<file path="src/source/reverbPkg.sv">
package reverbPkg;

	// ------------------------------------------------------------------------
	// Widths
	// ------------------------------------------------------------------------

	localparam int AddrWidth = 10;

	// Q15 audio word, coefficient or buffer word
	typedef logic signed [15:0] sample_t;
	typedef logic [AddrWidth-1:0] wordAddr_t;
	typedef logic [3:0] regAddr_t;
	// Position inside one sample frame
	typedef logic [4:0] step_t;

	// Q15 unity and minus unity
	localparam sample_t QOne = 16'sh7FFF;
	localparam sample_t QNegOne = 16'sh8000;

	// ------------------------------------------------------------------------
	// Host register map
	// ------------------------------------------------------------------------

	localparam regAddr_t RegVIn = 4'd0;
	localparam regAddr_t RegVWall = 4'd1;
	localparam regAddr_t RegVIir = 4'd2;
	localparam regAddr_t RegVComb1 = 4'd3;
	localparam regAddr_t RegVComb2 = 4'd4;
	localparam regAddr_t RegVApf = 4'd5;
	localparam regAddr_t RegDSame = 4'd6;
	localparam regAddr_t RegMSame = 4'd7;
	localparam regAddr_t RegMComb1 = 4'd8;
	localparam regAddr_t RegMComb2 = 4'd9;
	localparam regAddr_t RegMApf = 4'd10;
	localparam regAddr_t RegDApf = 4'd11;
	localparam regAddr_t RegBase = 4'd12;
	localparam regAddr_t RegEnable = 4'd13;

	// ------------------------------------------------------------------------
	// Frame schedule
	// ------------------------------------------------------------------------

	localparam int FrameSteps = 32;

	// Same-side reflection with IIR damping
	localparam step_t StepIn = 5'd0;
	localparam step_t StepWall = 5'd2;
	localparam step_t StepSubSame = 5'd4;
	localparam step_t StepIir = 5'd5;
	localparam step_t StepAddSame = 5'd6;
	localparam step_t StepWriteSame = 5'd7;
	// Comb sum
	localparam step_t StepClear = 5'd8;
	localparam step_t StepComb1 = 5'd10;
	localparam step_t StepComb2 = 5'd12;
	// All-pass stage
	localparam step_t StepApfSub = 5'd14;
	localparam step_t StepWriteApf = 5'd15;
	localparam step_t StepApfMul = 5'd16;
	localparam step_t StepApfAdd = 5'd17;
	localparam step_t StepOut = 5'd18;
	localparam step_t StepLast = step_t'(FrameSteps - 1);

	// ------------------------------------------------------------------------
	// Operand and memory selects
	// ------------------------------------------------------------------------

	typedef enum logic [3:0]
	{
		CoefZero, CoefOne, CoefNegOne, CoefIn, CoefWall,
		CoefIir, CoefComb1, CoefComb2, CoefApf, CoefNegApf
	} coefSel_e;

	typedef enum logic [1:0] {DataIn, DataRam, DataAcc} dataSel_e;

	typedef enum logic [2:0]
	{
		AdrNone, AdrDSame, AdrMSame, AdrMSameM1,
		AdrMComb1, AdrMComb2, AdrMApf, AdrApfTap
	} adrSel_e;

	typedef enum logic [1:0] {MemIdle, MemRead, MemWrite} memOp_e;

endpackage

</file>
<file path="src/source/reverbSequencer.sv">
module reverbSequencer import reverbPkg::*;
(
	input logic i_clk,
	input logic i_reset,

	input logic i_sampleStrobe,
	output logic o_busy,
	output step_t o_step,

	// Datapath controls, decoded from the current step
	output coefSel_e o_coefSel,
	output dataSel_e o_dataSel,
	output logic o_accAdd,

	// Memory controls, one cycle behind the step that issued them
	output adrSel_e o_adrSel,
	output memOp_e o_memOp,

	output logic o_holdSame,
	output logic o_holdTap,
	output logic o_outLoad,
	output logic o_frameDone
);

	typedef enum logic {Idle, Run} state_e;

	state_e state;
	step_t step;
	adrSel_e adrSelNext;
	memOp_e memOpNext;

	// ------------------------------------------------------------------------
	// Frame FSM and step counter
	// ------------------------------------------------------------------------

	always_ff @(posedge i_clk)
	begin
		if (i_reset)
		begin
			state <= Idle;
			step <= '0;
		end
		else if (state == Idle)
		begin
			// Accepted strobe, step 0 follows
			if (i_sampleStrobe)
			begin
				state <= Run;
				step <= '0;
			end
		end
		else
		begin
			step <= step + 1'b1;
			if (step == StepLast)
			begin
				state <= Idle;
			end
		end
	end

	assign o_busy = (state == Run);
	assign o_step = step;

	// ------------------------------------------------------------------------
	// Step decode
	// ------------------------------------------------------------------------

	always_comb
	begin
		// Keep the accumulator alive by adding zero
		o_coefSel = CoefZero;
		o_dataSel = DataAcc;
		o_accAdd = 1'b1;
		adrSelNext = AdrNone;
		memOpNext = MemIdle;
		o_holdSame = 1'b0;
		o_holdTap = 1'b0;
		o_outLoad = 1'b0;
		o_frameDone = 1'b0;

		if (state == Run)
		begin
			case (step)
				// acc = vIn * lineIn, fetch R(dSame)
				StepIn:
				begin
					o_coefSel = CoefIn;
					o_dataSel = DataIn;
					o_accAdd = 1'b0;
					adrSelNext = AdrDSame;
					memOpNext = MemRead;
				end
				// acc += vWall * R(dSame), fetch R(mSame - 1)
				StepWall:
				begin
					o_coefSel = CoefWall;
					o_dataSel = DataRam;
					adrSelNext = AdrMSameM1;
					memOpNext = MemRead;
				end
				// acc -= R(mSame - 1), keep that word for step 6
				StepSubSame:
				begin
					o_coefSel = CoefNegOne;
					o_dataSel = DataRam;
					o_holdSame = 1'b1;
				end
				StepIir:
				begin
					o_coefSel = CoefIir;
					o_accAdd = 1'b0;
				end
				// One with DataRam takes the held word
				StepAddSame:
				begin
					o_coefSel = CoefOne;
					o_dataSel = DataRam;
				end
				StepWriteSame:
				begin
					adrSelNext = AdrMSame;
					memOpNext = MemWrite;
				end
				// Zero times acc without add clears it
				StepClear:
				begin
					o_accAdd = 1'b0;
					adrSelNext = AdrMComb1;
					memOpNext = MemRead;
				end
				StepComb1:
				begin
					o_coefSel = CoefComb1;
					o_dataSel = DataRam;
					o_accAdd = 1'b0;
					adrSelNext = AdrMComb2;
					memOpNext = MemRead;
				end
				StepComb2:
				begin
					o_coefSel = CoefComb2;
					o_dataSel = DataRam;
					adrSelNext = AdrApfTap;
					memOpNext = MemRead;
				end
				// acc -= vApf * tap, tap kept for step 17
				StepApfSub:
				begin
					o_coefSel = CoefNegApf;
					o_dataSel = DataRam;
					o_holdTap = 1'b1;
				end
				StepWriteApf:
				begin
					adrSelNext = AdrMApf;
					memOpNext = MemWrite;
				end
				StepApfMul:
				begin
					o_coefSel = CoefApf;
					o_accAdd = 1'b0;
				end
				StepApfAdd:
				begin
					o_coefSel = CoefOne;
					o_dataSel = DataRam;
				end
				StepOut: o_outLoad = 1'b1;
				StepLast: o_frameDone = 1'b1;
				default:
				begin
				end
			endcase
		end
	end

	// Memory command register, RAM data lands two steps after issue
	always_ff @(posedge i_clk)
	begin
		if (i_reset)
		begin
			o_adrSel <= AdrNone;
			o_memOp <= MemIdle;
		end
		else
		begin
			o_adrSel <= adrSelNext;
			o_memOp <= memOpNext;
		end
	end

endmodule

</file>
<file path="config.mk">
export PLATFORM = sky130hd
export DESIGN_NAME = reverbSequencer
export DESIGN_NICKNAME = d
export VERILOG_FILES = /design/src/source/reverbPkg.sv /design/src/source/reverbSequencer.sv
export SDC_FILE = /design/constraint.sdc
export NUM_CORES = 1
export LEC_CHECK = 0
export BUFFER_PORTS_ARGS = -buffer_cell sky130_fd_sc_hd__buf_2
export CORE_ASPECT_RATIO = 1.4
export CORE_MARGIN = 2
export CORE_UTILIZATION = 30
export CTS_CLUSTER_DIAMETER = 120
export DETAILED_ROUTE_END_ITERATION = 16
export PLACE_DENSITY = 0.55
export SLEW_MARGIN = 10
export SYNTH_ARGS = -nofsm -noshare
export SYNTH_HDL_FRONTEND = slang
export SYNTH_SLANG_ARGS = --single-unit
</file>
<file path="constraint.sdc">
create_clock -name i_clk -period 2.3 [get_ports i_clk]
set_clock_uncertainty 0.1 [all_clocks]
set_input_delay 0 -clock i_clk [delete_from_list [all_inputs] [get_ports i_clk]]
set_output_delay 0 -clock i_clk [all_outputs]
set_load 0.02 [all_outputs]
</file>
# After elaboration in Yosys (flattened, before gate mapping)
# Index checks and enable logic that the tools add are counted.
[word_totals] elab_cells=49 in_bits=3 latchBits=0 memories=0 reg_bits=11 romBits=0 ramBits=0 out_inout_bits=22
[op_classes] reduce_logical=8 n_mux=21 n_addsub=1 shifts=0 mul=0 eq_ne=14 order_cmp=0 n_div=0 bitwise=1
[ops] cell="$pmux W4 S9" count=1
[ops] cell="$eq A5 B4 Y1 const B" count=5
[ops] cell="$pmux W3 S7" count=1
[ops] cell="$eq A5 B3 Y1 const B" count=4
[ops] cell="$eq A5 B5 Y1 const B" count=4
[ops] cell="$mux W1" count=13
[ops] cell="$mux W5" count=2
[ops] cell="$reduce_or A5 Y1" count=2
[ops] cell="$pmux W2 S2" count=2
[ops] cell="$reduce_or A7 Y1" count=1
[ops] cell="$reduce_or A2 Y1" count=3
[ops] cell="$add A5 B1 Y5 const B" count=1
[ops] cell="$eq A5 B2 Y1 const B" count=1
[ops] cell="$logic_not A5 Y1" count=1
[ops] cell="$mux W4" count=1
[ops] cell="$mux W2" count=1
[ops] cell="$reduce_bool A2 Y1" count=1
[ops] cell="$not A1 Y1" count=1

# Longest topological paths before layout
# Gate-level depths: netlist of the first run.
[depth] depth_word=4 ltp_mapped=6 ltp_nobuf=6

# Least setup slack after synthesis of the first run
# Ideal clock, no wire load.
[synth_path] path_kind="register -> output" from="register step[0] (netlist: o_step[0])" to="output port o_dataSel[1]" path_stages_with_launch=7 arrival_time_ns=1.705 path_buffers=1 t_required_ns=2.200 path_slack_ns=0.495 path_cell_list="dfxtp_1 -> inv_1 -> ha_1 -> buf_2 -> mux2i_1 -> nor3_1 -> o21ai_0"
[synth_between] elab_chain_len=4
[synth_lines] element="start: declaration" line="reverbSequencer.sv:28" rtl="step_t step;"
[synth_lines] element="start signal: assignment" line="reverbSequencer.sv:54" rtl="step <= step + 1'b1;"
[synth_lines] element="$eq A5 B4 Y1 (tied with other cells)" line="reverbSequencer.sv:84" rtl="case (step)"
[synth_lines] element="$reduce_or A7 Y1 (no source line)"
[synth_lines] element="$pmux W2 S2 *" line="reverbSequencer.sv:84"
[synth_lines] element="$mux W2 *" line="reverbSequencer.sv:82" rtl="if (state == Run)"
[synth_lines] element="end: declaration" line="reverbSequencer.sv:12" rtl="output dataSel_e o_dataSel,"
# Every way passes the cells marked *; elsewhere a longest branch is shown, timed or not.

# Worst setup path in the final report of the first run
[layout_path] from="register step[0] (netlist: o_step[0])" to="output port o_coefSel[0]"
[layout_between] elab_chain_len=4
[layout_lines] element="$eq A5 B5 Y1 or $eq A5 B3 Y1 (tied branches)" line="reverbSequencer.sv:84"
[layout_lines] element="$reduce_or A2 Y1 (no source line)"
[layout_lines] element="$pmux W4 S9 *" line="reverbSequencer.sv:84"
[layout_lines] element="$mux W4 *" line="reverbSequencer.sv:82"
[layout_lines] element="end: declaration" line="reverbSequencer.sv:11" rtl="output coefSel_e o_coefSel,"
# Marked as above.

==> reports/results.md, run 1 <==
| Stage | Result | This run |
|---|---|---|
| timing | Transition time at the pin with the least slew margin | 0.520 ns |
| drt | Metal-1 WL | 810 µm |
| synthesis | Cell types occupying the most area after synthesis | sky130_fd_sc_hd__dfxtp_1 (28%), sky130_fd_sc_hd__ha_1 (9.6%), sky130_fd_sc_hd__a21oi_1 (5.1%) |
| status | Result of the run | completed |
| placement | # port buffers | 24 |
| drt | Detailed-routed wire length on met3 | 151 µm |
| synthesis | Post-synthesis sequential area ratio | 0.283 |
| drt | DRT antenna net count | 0 |
| cts | Post_cts resized | 0 |
| synthesis | Number of nets in the synthesized netlist | 108 |
| drt | Met2 wire len | 1020 µm |
| global route | Total congestion overflow | 0 |
| drt | Number of detailed-route iterations in the first pass | 4 |
| cts | CTS HTree Levels | 1 |
| global route | Largest net degree at the start of global routing | 17 |
| synthesis | #FFs+latches synth | 11 |
| cells and area | Post-route standard cell area excluding fillers | 968 µm² |
| drt | Max layer used | met4 |
| synthesis | Combinational family with the most area after synthesis | simple AND/OR/NAND/NOR gates |
| cts | Number of sinks handled by clock tree synthesis | 11 |
| timing | Setup repair after global routing missed its margin | no |
| synthesis | Most area-hungry cell type in the Yosys netlist | sky130_fd_sc_hd__dfxtp_1 |
| critical path | Maximum fanout count along the critical path | 12 |
| die | Total core area | 2440 µm² |
| drt | Final wirelength | 1990 µm |
| cts | Setup repair bufs after CTS | 0 |
| timing | Fin crit share | 0.854 |
| critical path | Critical register-to-register path startpoint | o_step[0]$_SDFFE_PP0P_ |
| critical path | Critical path origin | o_step[0]$_SDFFE_PP0P_ |
| die | Die area | 3030 µm² |
| cells and area | Fraction of layout instances using a drive strength above 1 | 0.272 |
| pwr | Static Leak | 0.429 nW |
| drt | Vias after detailed routing | 834 |
| timing | Setup violation total in the final timing report | 0 |
| synthesis | Async set-reset flop share out of synthesis | 0 |
| drt | Per-cell via count in the routed design | 5.25 |
| synthesis | Fraction of synthesized cell area taken by the top area cell type | 0.283 |
| pwr | Power density normalized to cell area | 441 nW/µm² |
| timing | Fin. Hold Viols | 0 |
| cells and area | Area growth from synthesis to final layout | 24.2% |
| timing | Max Fclk | 509 MHz |
| drt | Initial drt markers | 13 |
| cells and area | Most common cell after layout, fill and taps aside | sky130_fd_sc_hd__buf_2 |
| cts | Cts-stage hold buffer count | 2 |
| drt | DRC violations left | 0 |
| synthesis | Xor and xnor area share after synthesis | 0 |
| timing | Final max-slew violation count | 0 |
| synthesis | Synthesized netlist cell count | 99 |
| critical path | Endpoint required time on the critical path | 2.20 ns |
| die | Width of the die | 47.1 µm |
| critical path | Register-to-register setup slack | 0.57 ns |
| critical path | Critical R2R Capture | o_adrSel[1]$_SDFF_PP0_ |
| cts | TritonCTS Buffers | 3 |
| synthesis | Most frequently used flop master after synthesis | sky130_fd_sc_hd__dfxtp_1 |
| cts | Buffer type at the clock tree root | sky130_fd_sc_hd__clkbuf_4 |
| timing | Final sum of negative setup slack | 0 ns |
| pwr | Highest ir drop seen on vdd | 298 µV |
| job | Max-capacitance violation count | 0 |
| placement | Area post-placement | 922 µm² |
| synthesis | Number of distinct library cell variants in the gate-level netlist after synthesis | 35 |
| die | Number of rows in the core area | 21 |
| cts | Clock insertion delay at the later pin of the skew report | 0.27 ns |
| synthesis | Portion of netlist area occupied by mux cells | 0.0530 |
| synthesis | Yosys warnings | 0 |
| die | Starting utilization of the core area | 0.319 |
| timing | Tightest hold margin | 0.422 ns |
| global route | Antenna violations before repair | 0 |
| placement | Gp weighted congestion | 0.768 |
| cells and area | Fin util | 0.396 |
| synthesis | Post-synthesis simple-gate area fraction | 0.270 |
| die | Boundary Pins | 25 |
| global route | Vias in the first global route | 751 |
| cts | Clock transition at the register clock pins on the worst setup and hold paths after CTS | 0.08 ns |
| pwr | Total power | 427 µW |
| timing | Remaining max-slew budget at the tightest pin | 0.653 |
| global route | Global-route usage over all layers | 0.136 |
| timing | Minimum clock period | 1.96 ns |
| die | Overall die height | 64.3 µm |
| cells and area | Leading cell types in the layout, fill and taps excluded | sky130_fd_sc_hd__buf_2 (24), sky130_fd_sc_hd__dfxtp_1 (11), sky130_fd_sc_hd__nor2_1 (10), sky130_fd_sc_hd__a21oi_1 (8), sky130_fd_sc_hd__inv_1 (7) |
| critical path | Critical path type | reg2out |
| synthesis | Per-instance average area after synthesis | 7.87 µm² |
| synthesis | Number of enable-type register cells in the synthesized netlist | 0 |
| placement | Placed wire-length estimate after detailed placement | 1490 µm |
| drt | Detailed-route wire length per cell | 12.5 µm |
| critical path | Crit end category | output port |
| cells and area | Number of nets in the layout | 135 |
| critical path | CP endpoint | o_coefSel[0] |
| synthesis | Mapped cell area | 779 µm² |
| min path | Worst min-delay path category | in2reg |
| critical path | Startpoint kind of the worst setup timing path | flip-flop |
| global route | Wire length of the first global-routing pass | 3170 µm |
| cts | Clock tree from TritonCTS | yes |
| cells and area | ANT cells | 0 |
| critical path | Cells on worst reg2reg path | 5 |
| synthesis | Share of synthesized cell area in full adder, half adder and majority cells | 0.0963 |
| cts | Max Buffers Root-to-Sink | 2 |
| synthesis | Compound-cell area share of the yosys netlist | 0.215 |
| critical path | Critical path data arrival time | 1.86 ns |
[state kept, by name, summed over array words and instances (netlist names)]
signal and flops:
o_step 5, o_adrSel 3, o_memOp 2, o_busy 1
[routing by layer]
metal,global-route usage,vias up
met5,0,-
met4,0.0208,0
met3,0.0282,2
met2,0.233,41
met1,0.172,389
li1,-,402
[worst max-delay path, stage by stage (launching register included)]
cell and delay [ns]:
sky130_fd_sc_hd__dfxtp_1 0.37, sky130_fd_sc_hd__inv_1 0.12, sky130_fd_sc_hd__ha_1 0.40, sky130_fd_sc_hd__nand2_1 0.17, sky130_fd_sc_hd__and3_1 0.23, sky130_fd_sc_hd__o22ai_1 0.11
sky130_fd_sc_hd__buf_2 0.19
[power by group]
part | internal [mW] | leakage (nW) | switching (mW)
clock network | 0.0670 | 0.0150 | 0.0705
registers | 0.196 | 0.0895 | 0.00658
logic | 0.0337 | 0.325 | 0.0535
[cell families after synthesis]
family	after synthesis
DFF	11
adders and majority gates	6
buffers and inverters	14
AOI/OAI and AO/OA	25
muxes	4
and+or+nand+nor	39
[final cells by class]
| cell class | instances | area, µm² |
|---|---|---|
| inverters | 8 | 30.0 |
| flip-flops and latches | 11 | 220 |
| multi-input cells | 74 | 494 |
| well taps | 34 | 42.5 |
| fillers | 256 | 1480 |
| repair buffers | 28 | 155 |
| clock buffers | 4 | 26.3 |
[how the worst min path moves through the flow]
stage	startpoint	endpoint	slack [ns]	cells after the start
2_1_floorplan	i_reset	o_step[2]$_SDFFE_PP0P_	-0.03	1
3_3_place_gp	i_reset	o_step[2]$_SDFFE_PP0P_	0.17	2
3_5_place_dp	i_reset	o_step[2]$_SDFFE_PP0P_	0.17	2
4_1_cts	i_reset	o_step[2]$_SDFFE_PP0P_	0.42	3
5_1_grt	i_reset	o_step[2]$_SDFFE_PP0P_	0.43	3
6_report	i_reset	o_step[1]$_SDFFE_PP0P_	0.42	3
[stage by stage]
step	std cells	worst slack, ns
2_1_floorplan	99	0.495
3_3_place_gp	153	0.689
3_5_place_dp	153	0.621
4_1_cts	159	0.336
5_1_grt	159	0.218
6_report	159	0.336
[Yosys cell counts (all sizes together), types with 2 or more instances]
| master | n |
|---|---|
| a21oi | 8 |
| a31oi | 2 |
| and3 | 3 |
| buf | 6 |
| dfxtp | 11 |
| ha | 6 |
| inv | 8 |
| mux2i | 3 |
| nand2 | 4 |
| nand2b | 5 |
| nand3 | 4 |
| nor2 | 10 |
| nor2b | 5 |
| nor3 | 4 |
| o21ai | 4 |
(Power assumes the default switching activity.)
==> inputs of run 2 (changes only) <==
--- a/config.mk
+++ b/config.mk
@@ -9,9 +9,11 @@
 export CORE_ASPECT_RATIO = 1.4
 export CORE_MARGIN = 2
 export CORE_UTILIZATION = 30
-export CTS_CLUSTER_DIAMETER = 120
+export CTS_BUF_LIST = sky130_fd_sc_hd__clkbuf_4
+export CTS_CLUSTER_DIAMETER = 80
 export DETAILED_ROUTE_END_ITERATION = 16
 export PLACE_DENSITY = 0.55
+export RECOVER_POWER = 25
 export SLEW_MARGIN = 10
 export SYNTH_ARGS = -nofsm -noshare
 export SYNTH_HDL_FRONTEND = slang
==> run 2 against run 1 <==
Sequential power about the same. Design area down 0.52%. Register-to-register slack improved by 0.02 ns. Via count down 2.8%. Clock power increased by 9%. Worst setup slack better by 0.015 ns. First-iteration DRC count grew 15%.
==> reports/results.md, run 2 (synthesized netlist as in run 1, its figures left out) <==
| Stage | Result | This run |
|---|---|---|
| pwr | Power density normalized to cell area | 455 nW/µm² |
| critical path | Critical path data arrival time | 1.85 ns |
| die | Width of the die | 47.1 µm |
| critical path | Category of cells accounting for the largest share of critical-path delay | simple AND/OR/NAND/NOR gates |
| cts | TritonCTS Buffers | 3 |
| timing | Max Fclk | 513 MHz |
| placement | # port buffers | 24 |
| timing | Fin. Hold Viols | 0 |
| pwr | Total power | 439 µW |
| drt | DRT antenna net count | 0 |
| cells and area | ANT cells | 0 |
| pwr | Highest ir drop seen on vdd | 296 µV |
| cells and area | Filler cell count | 257 |
| cells and area | Total area of multi-input combinational cells | 494 µm² |
| pwr | Static Leak | 0.403 nW |
| timing | Final max-slew violation count | 0 |
| critical path | Crit end category | output port |
| global route | Antenna violations before repair | 0 |
| cts | Buffer type at the clock tree root | sky130_fd_sc_hd__clkbuf_4 |
| cells and area | Most common cell after layout, fill and taps aside | sky130_fd_sc_hd__buf_2 |
| global route | Largest net degree at the start of global routing | 17 |
| die | Starting utilization of the core area | 0.319 |
| drt | Vias after detailed routing | 811 |
| die | Overall die height | 64.3 µm |
| drt | Detailed-route wire length per cell | 12.3 µm |
| critical path | Worst Path Buf+Inv | 2 |
| drt | DRC violations left | 0 |
| cts | CTS HTree Levels | 1 |
| cells and area | Area growth from synthesis to final layout | 23.6% |
| cells and area | Number of nets in the layout | 135 |
| critical path | Critical path's slowest cell | sky130_fd_sc_hd__ha_1 |
| timing | Fin crit share | 0.847 |
| cts | Post_cts resized | 0 |
| critical path | Startpoint kind of the worst setup timing path | flip-flop |
| global route | Total congestion overflow | 0 |
| job | Max-capacitance violation count | 0 |
| critical path | Critical path type | reg2out |
| cts | Number of sinks handled by clock tree synthesis | 11 |
| status | Result of the run | completed |
| timing | Remaining max-slew budget at the tightest pin | 0.653 |
| drt | Initial drt markers | 15 |
| global route | Vias in the first global route | 742 |
| cells and area | Fraction of layout instances using a drive strength above 1 | 0.224 |
| timing | Final sum of negative setup slack | 0 ns |
| cells and area | Leading cell types in the layout, fill and taps excluded | sky130_fd_sc_hd__buf_2 (17), sky130_fd_sc_hd__dfxtp_1 (11), sky130_fd_sc_hd__nor2_1 (10), sky130_fd_sc_hd__a21oi_1 (8) |
| cts | Max Buffers Root-to-Sink | 2 |
| critical path | Endpoint required time on the critical path | 2.20 ns |
| cts | Clock transition at the register clock pins on the worst setup and hold paths after CTS | 0.08 ns |
| global route | Wire length of the first global-routing pass | 3130 µm |
| placement | Placed wire-length estimate after detailed placement | 1490 µm |
| global route | Global-route usage over all layers | 0.134 |
| timing | Minimum clock period | 1.95 ns |
| drt | Final wirelength | 1960 µm |
| drt | Per-cell via count in the routed design | 5.10 |
| die | Boundary Pins | 25 |
| cts | Setup repair bufs after CTS | 0 |
| timing | Tightest hold margin | 0.418 ns |
| cells and area | Number of flip-flops in the largest register | 5 |
| die | Die area | 3030 µm² |
| min path | Worst min-delay path category | in2reg |
| timing | Transition time at the pin with the least slew margin | 0.519 ns |
| cts | Clock insertion delay at the later pin of the skew report | 0.27 ns |
| die | Number of rows in the core area | 21 |
| critical path | Crit path largest cell delay | 0.39 ns |
| die | Total core area | 2440 µm² |
| critical path | Ordered list of cells on the worst path | inv_1 > ha_1 > nand2_1 > and3_1 > o22ai_1 > buf_2 |
| cells and area | Area of all sequential standard cells | 220 µm² |
| timing | Setup repair after global routing missed its margin | no |
| cts | Clock tree from TritonCTS | yes |
| timing | Setup violation total in the final timing report | 0 |
| drt | Number of detailed-route iterations in the first pass | 4 |
| placement | Gp weighted congestion | 0.768 |
| critical path | Maximum fanout count along the critical path | 12 |
run 2: cell types whose count changed in the layout (fill, tap and decap cells not counted), sizes merged:
cell    previous run  this run
clkbuf             4        11
buf               26        19
run 2: tightest hold or removal path, cell delays in order:
cell                            delay [ns]
sky130_fd_sc_hd__dlygate4sd3_1        0.52
sky130_fd_sc_hd__buf_2                0.17
sky130_fd_sc_hd__a21oi_1              0.05
run 2: repair_timing:
item / 4_1_cts / 5_1_grt
hold buffers: 2 / 0
endpoints found under the setup margin: 0 / 0
endpoints found under the hold margin: 6 / 0
run 2: path summary, 6_finish.rpt:
kind	endpoint	start	depth (start not counted)	slack [ns]
hold / removal	o_step[2]$_SDFFE_PP0P_	i_reset	3	0.42
setup / recovery	o_coefSel[0]	o_step[0]$_SDFFE_PP0P_	6	0.35
setup reg to reg	o_adrSel[1]$_SDFF_PP0_	o_step[0]$_SDFFE_PP0P_	5	0.59
hold reg to reg	o_step[3]$_SDFFE_PP0P_	o_step[1]$_SDFFE_PP0P_	2	0.47
run 2: per-layer routing:
metal	track usage	vias to the layer above	share of wire
li1	-	404	-
met1	0.166	383	0.44
met2	0.233	22	0.51
met3	0.0282	2	0.049
met4	0.0208	0	0.0051
met5	0	-	0
run 2: layout make-up:
| type | count | area share |
|---|---|---|
| Timing Repair Buffer | 28 | 0.152 |
| Multi-Input combinational cell | 74 | 0.513 |
| Inverter | 8 | 0.0312 |
| Sequential cell | 11 | 0.229 |
| Tap cell | 34 | 0.0442 |
| Clock buffer | 4 | 0.0312 |
run 2: metrics by stage:
step,instance area (µm²),instances,utilization,setup WS [ns]
finish,963,159,0.394,0.351
global route,963,159,0.394,0.221
CTS,972,159,0.398,0.346
detailed placement,922,153,0.377,0.621
global placement,922,153,0.377,0.689
floorplan,779,99,-,0.495
run 2: report_power, final:
group          switching (mW)  internal (mW)  total, mW  leakage (nW)
logic                  0.0529         0.0326     0.0855         0.295
registers             0.00667          0.196      0.202        0.0895
clock network          0.0723         0.0788      0.151        0.0184
==> inputs of run 3 (changes only) <==
--- a/config.mk
+++ b/config.mk
@@ -12,7 +12,7 @@
 export CTS_BUF_LIST = sky130_fd_sc_hd__clkbuf_4
 export CTS_CLUSTER_DIAMETER = 80
 export DETAILED_ROUTE_END_ITERATION = 16
-export PLACE_DENSITY = 0.55
+export PLACE_DENSITY = 0.57
 export RECOVER_POWER = 25
 export SLEW_MARGIN = 10
 export SYNTH_ARGS = -nofsm -noshare
==> constraint.sdc (replaced) <==
create_clock -name i_clk -period 1.6 [get_ports i_clk]
set_clock_uncertainty 0.1 [all_clocks]
set_input_delay 0 -clock i_clk [delete_from_list [all_inputs] [get_ports i_clk]]
set_output_delay 0 -clock i_clk [all_outputs]
set_load 0.02 [all_outputs]
==> run 3 against run 2 <==
The flow now finishes with violations (negative setup slack). Global-route usage is 2.5 points higher. Flip-flop and latch count stayed put. Core utilization is 11 points higher.
==> reports/results.md, run 3 (synthesized netlist as in run 1, its figures left out) <==
| Stage | Result | This run |
|---|---|---|
| cts | Clock tree from TritonCTS | yes |
| placement | # port buffers | 24 |
| cts | CTS HTree Levels | 1 |
| cts | Clock transition at the register clock pins on the worst setup and hold paths after CTS | 0.08 ns |
| critical path | Endpoint required time on the critical path | 1.50 ns |
| pwr | Total power | 690 µW |
| status | Violations in the final reports | negative setup slack |
| cells and area | Fraction of layout instances using a drive strength above 1 | 0.464 |
| critical path | Critical path data arrival time | 1.55 ns |
| timing | Setup violation total in the final timing report | 3 |
| timing | Fin. Hold Viols | 0 |
| pwr | Highest ir drop seen on vdd | 356 µV |
| pwr | Static Leak | 0.511 nW |
| die | Number of rows in the core area | 21 |
| placement | Count of placed standard cells including taps | 160 |
| drt | Number of detailed-route iterations in the first pass | 4 |
| drt | Final wirelength | 2270 µm |
| job | Max-capacitance violation count | 0 |
| critical path | Critical path's slowest cell | sky130_fd_sc_hd__dfxtp_4 |
| pwr | Power density normalized to cell area | 559 nW/µm² |
| critical path | Maximum fanout count along the critical path | 5 |
| timing | Transition time at the pin with the least slew margin | 0.251 ns |
| die | Overall die height | 64.3 µm |
| cts | Clock insertion delay at the later pin of the skew report | 0.27 ns |
| placement | Placed wire-length estimate after detailed placement | 1510 µm |
| critical path | Critical path type | reg2out |
| timing | Fin crit share | 1.03 |
| placement | Area post-placement | 993 µm² |
| global route | Global-route usage over all layers | 0.159 |
| cells and area | Area growth from synthesis to final layout | 58.6% |
| cells and area | Leading cell types in the layout, fill and taps excluded | sky130_fd_sc_hd__buf_4 (18), sky130_fd_sc_hd__buf_2 (13), sky130_fd_sc_hd__nor2_1 (10), sky130_fd_sc_hd__dfxtp_1 (6) |
| critical path | Crit end category | output port |
| placement | Worst setup timing slack at the placement stage | -0.0243 ns |
| critical path | Crit path largest cell delay | 0.38 ns |
| cells and area | ANT cells | 0 |
| global route | Wire length of the first global-routing pass | 3600 µm |
| timing | Remaining max-slew budget at the tightest pin | 0.830 |
| global route | Vias in the first global route | 825 |
| cts | Max Buffers Root-to-Sink | 2 |
| min path | Worst min-delay path category | in2reg |
| timing | Final worst setup slack | -0.0452 ns |
| drt | DRT antenna net count | 0 |
| timing | Setup repair after global routing missed its margin | yes |
| placement | Gp weighted congestion | 0.840 |
| timing | Final max-slew violation count | 0 |
| die | Width of the die | 47.1 µm |
| drt | Per-cell via count in the routed design | 5.01 |
| die | Starting utilization of the core area | 0.319 |
| status | Result of the run | finished with violations |
| die | Boundary Pins | 25 |
| drt | Initial drt markers | 11 |
| cells and area | Number of flip-flops in the largest register | 5 |
| global route | Largest net degree at the start of global routing | 15 |
| cells and area | Number of nets in the layout | 150 |
| drt | Vias after detailed routing | 872 |
| timing | Minimum clock period | 1.65 ns |
| cells and area | Filler cell count | 252 |
| die | Die area | 3030 µm² |
| cells and area | Most common cell after layout, fill and taps aside | sky130_fd_sc_hd__buf_4 |
| drt | Detailed-route wire length per cell | 13.1 µm |
| critical path | Ordered list of cells on the worst path | inv_4 > buf_6 > ha_4 > mux2i_1 > nor3_1 > o21ai_1 > buf_4 |
| global route | Antenna violations before repair | 0 |
| cells and area | Final standard cell count with taps included and fillers excluded | 174 |
| die | Total core area | 2440 µm² |
| global route | Total congestion overflow | 0 |
| cts | Buffer type at the clock tree root | sky130_fd_sc_hd__clkbuf_4 |
| timing | Max Fclk | 608 MHz |
| cts | TritonCTS Buffers | 3 |
| cells and area | Post-route standard cell area excluding fillers | 1240 µm² |
| drt | DRC violations left | 0 |
| critical path | Startpoint kind of the worst setup timing path | flip-flop |
| cts | Number of sinks handled by clock tree synthesis | 11 |
run 3: where the power goes:
| part | internal [mW] | switching [mW] | total [mW] | leakage [nW] |
|---|---|---|---|---|
| logic | 0.0944 | 0.100 | 0.195 | 0.400 |
| clock network | 0.113 | 0.0970 | 0.210 | 0.0184 |
| registers | 0.278 | 0.00779 | 0.285 | 0.0928 |
run 3: path summary, 6_finish.rpt:
| path | startpoint | to | slack (ns) | cells after the start |
|---|---|---|---|---|
| min reg2reg | o_busy$_SDFF_PP0_ | o_step[0]$_SDFFE_PP0P_ | 0.44 | 2 |
| min | i_reset | o_step[4]$_SDFFE_PP0P_ | 0.42 | 3 |
| max | o_step[1]$_SDFFE_PP0P_ | o_dataSel[1] | -0.05 | 7 |
| max reg2reg | o_step[0]$_SDFFE_PP0P_ | o_step[1]$_SDFFE_PP0P_ | 0.02 | 5 |
run 3: cell type report:
| type | count | area (µm²) | area share |
|---|---|---|---|
| clock buffers | 4 | 30.0 | 0.0243 |
| inverters | 8 | 35.0 | 0.0283 |
| multi-input cells | 74 | 589 | 0.477 |
| well taps | 34 | 42.5 | 0.0344 |
| repair buffers | 43 | 303 | 0.245 |
| flip-flops and latches | 11 | 236 | 0.191 |
run 3: layer usage:
metal  wire length (µm)  track usage  up-vias  part of all wire
met3                100       0.0169        2             0.044
met1                958        0.202      418              0.42
met5                  0            0        -                 0
met4                 18       0.0556        0            0.0079
li1                   -            -      429                 -
met2               1190        0.265       23              0.53
run 3: metrics by stage:
step / utilization / TNS (ns) / hold WS [ns]
finish: 0.506 / -0.0902 / 0.419
global route: 0.506 / -0.578 / 0.447
CTS: 0.483 / -0.0691 / 0.411
detailed placement: 0.407 / -0.0259 / 0.176
global placement: 0.407 / 0 / 0.171
floorplan: - / -0.00943 / -0.0383
run 3: worst max-delay path, delay by kind of cell (launching register included):
family | cells | cell delay [ns]
flops | 1 | 0.38
mux | 1 | 0.20
buf+inv | 3 | 0.31
fa+ha+maj | 1 | 0.16
compound gates | 1 | 0.13
simple gates | 1 | 0.08
run 3: repair_timing:
| item | in CTS | in global routing |
|---|---|---|
| hold endpoints to repair | 6 | 0 |
| gates resized for setup | 24 | 11 |
| pin swaps | 6 | 6 |
| hold buffers | 3 | 0 |
| endpoints found under the setup margin | 12 | 10 |
| buffers inserted | 5 | 2 |
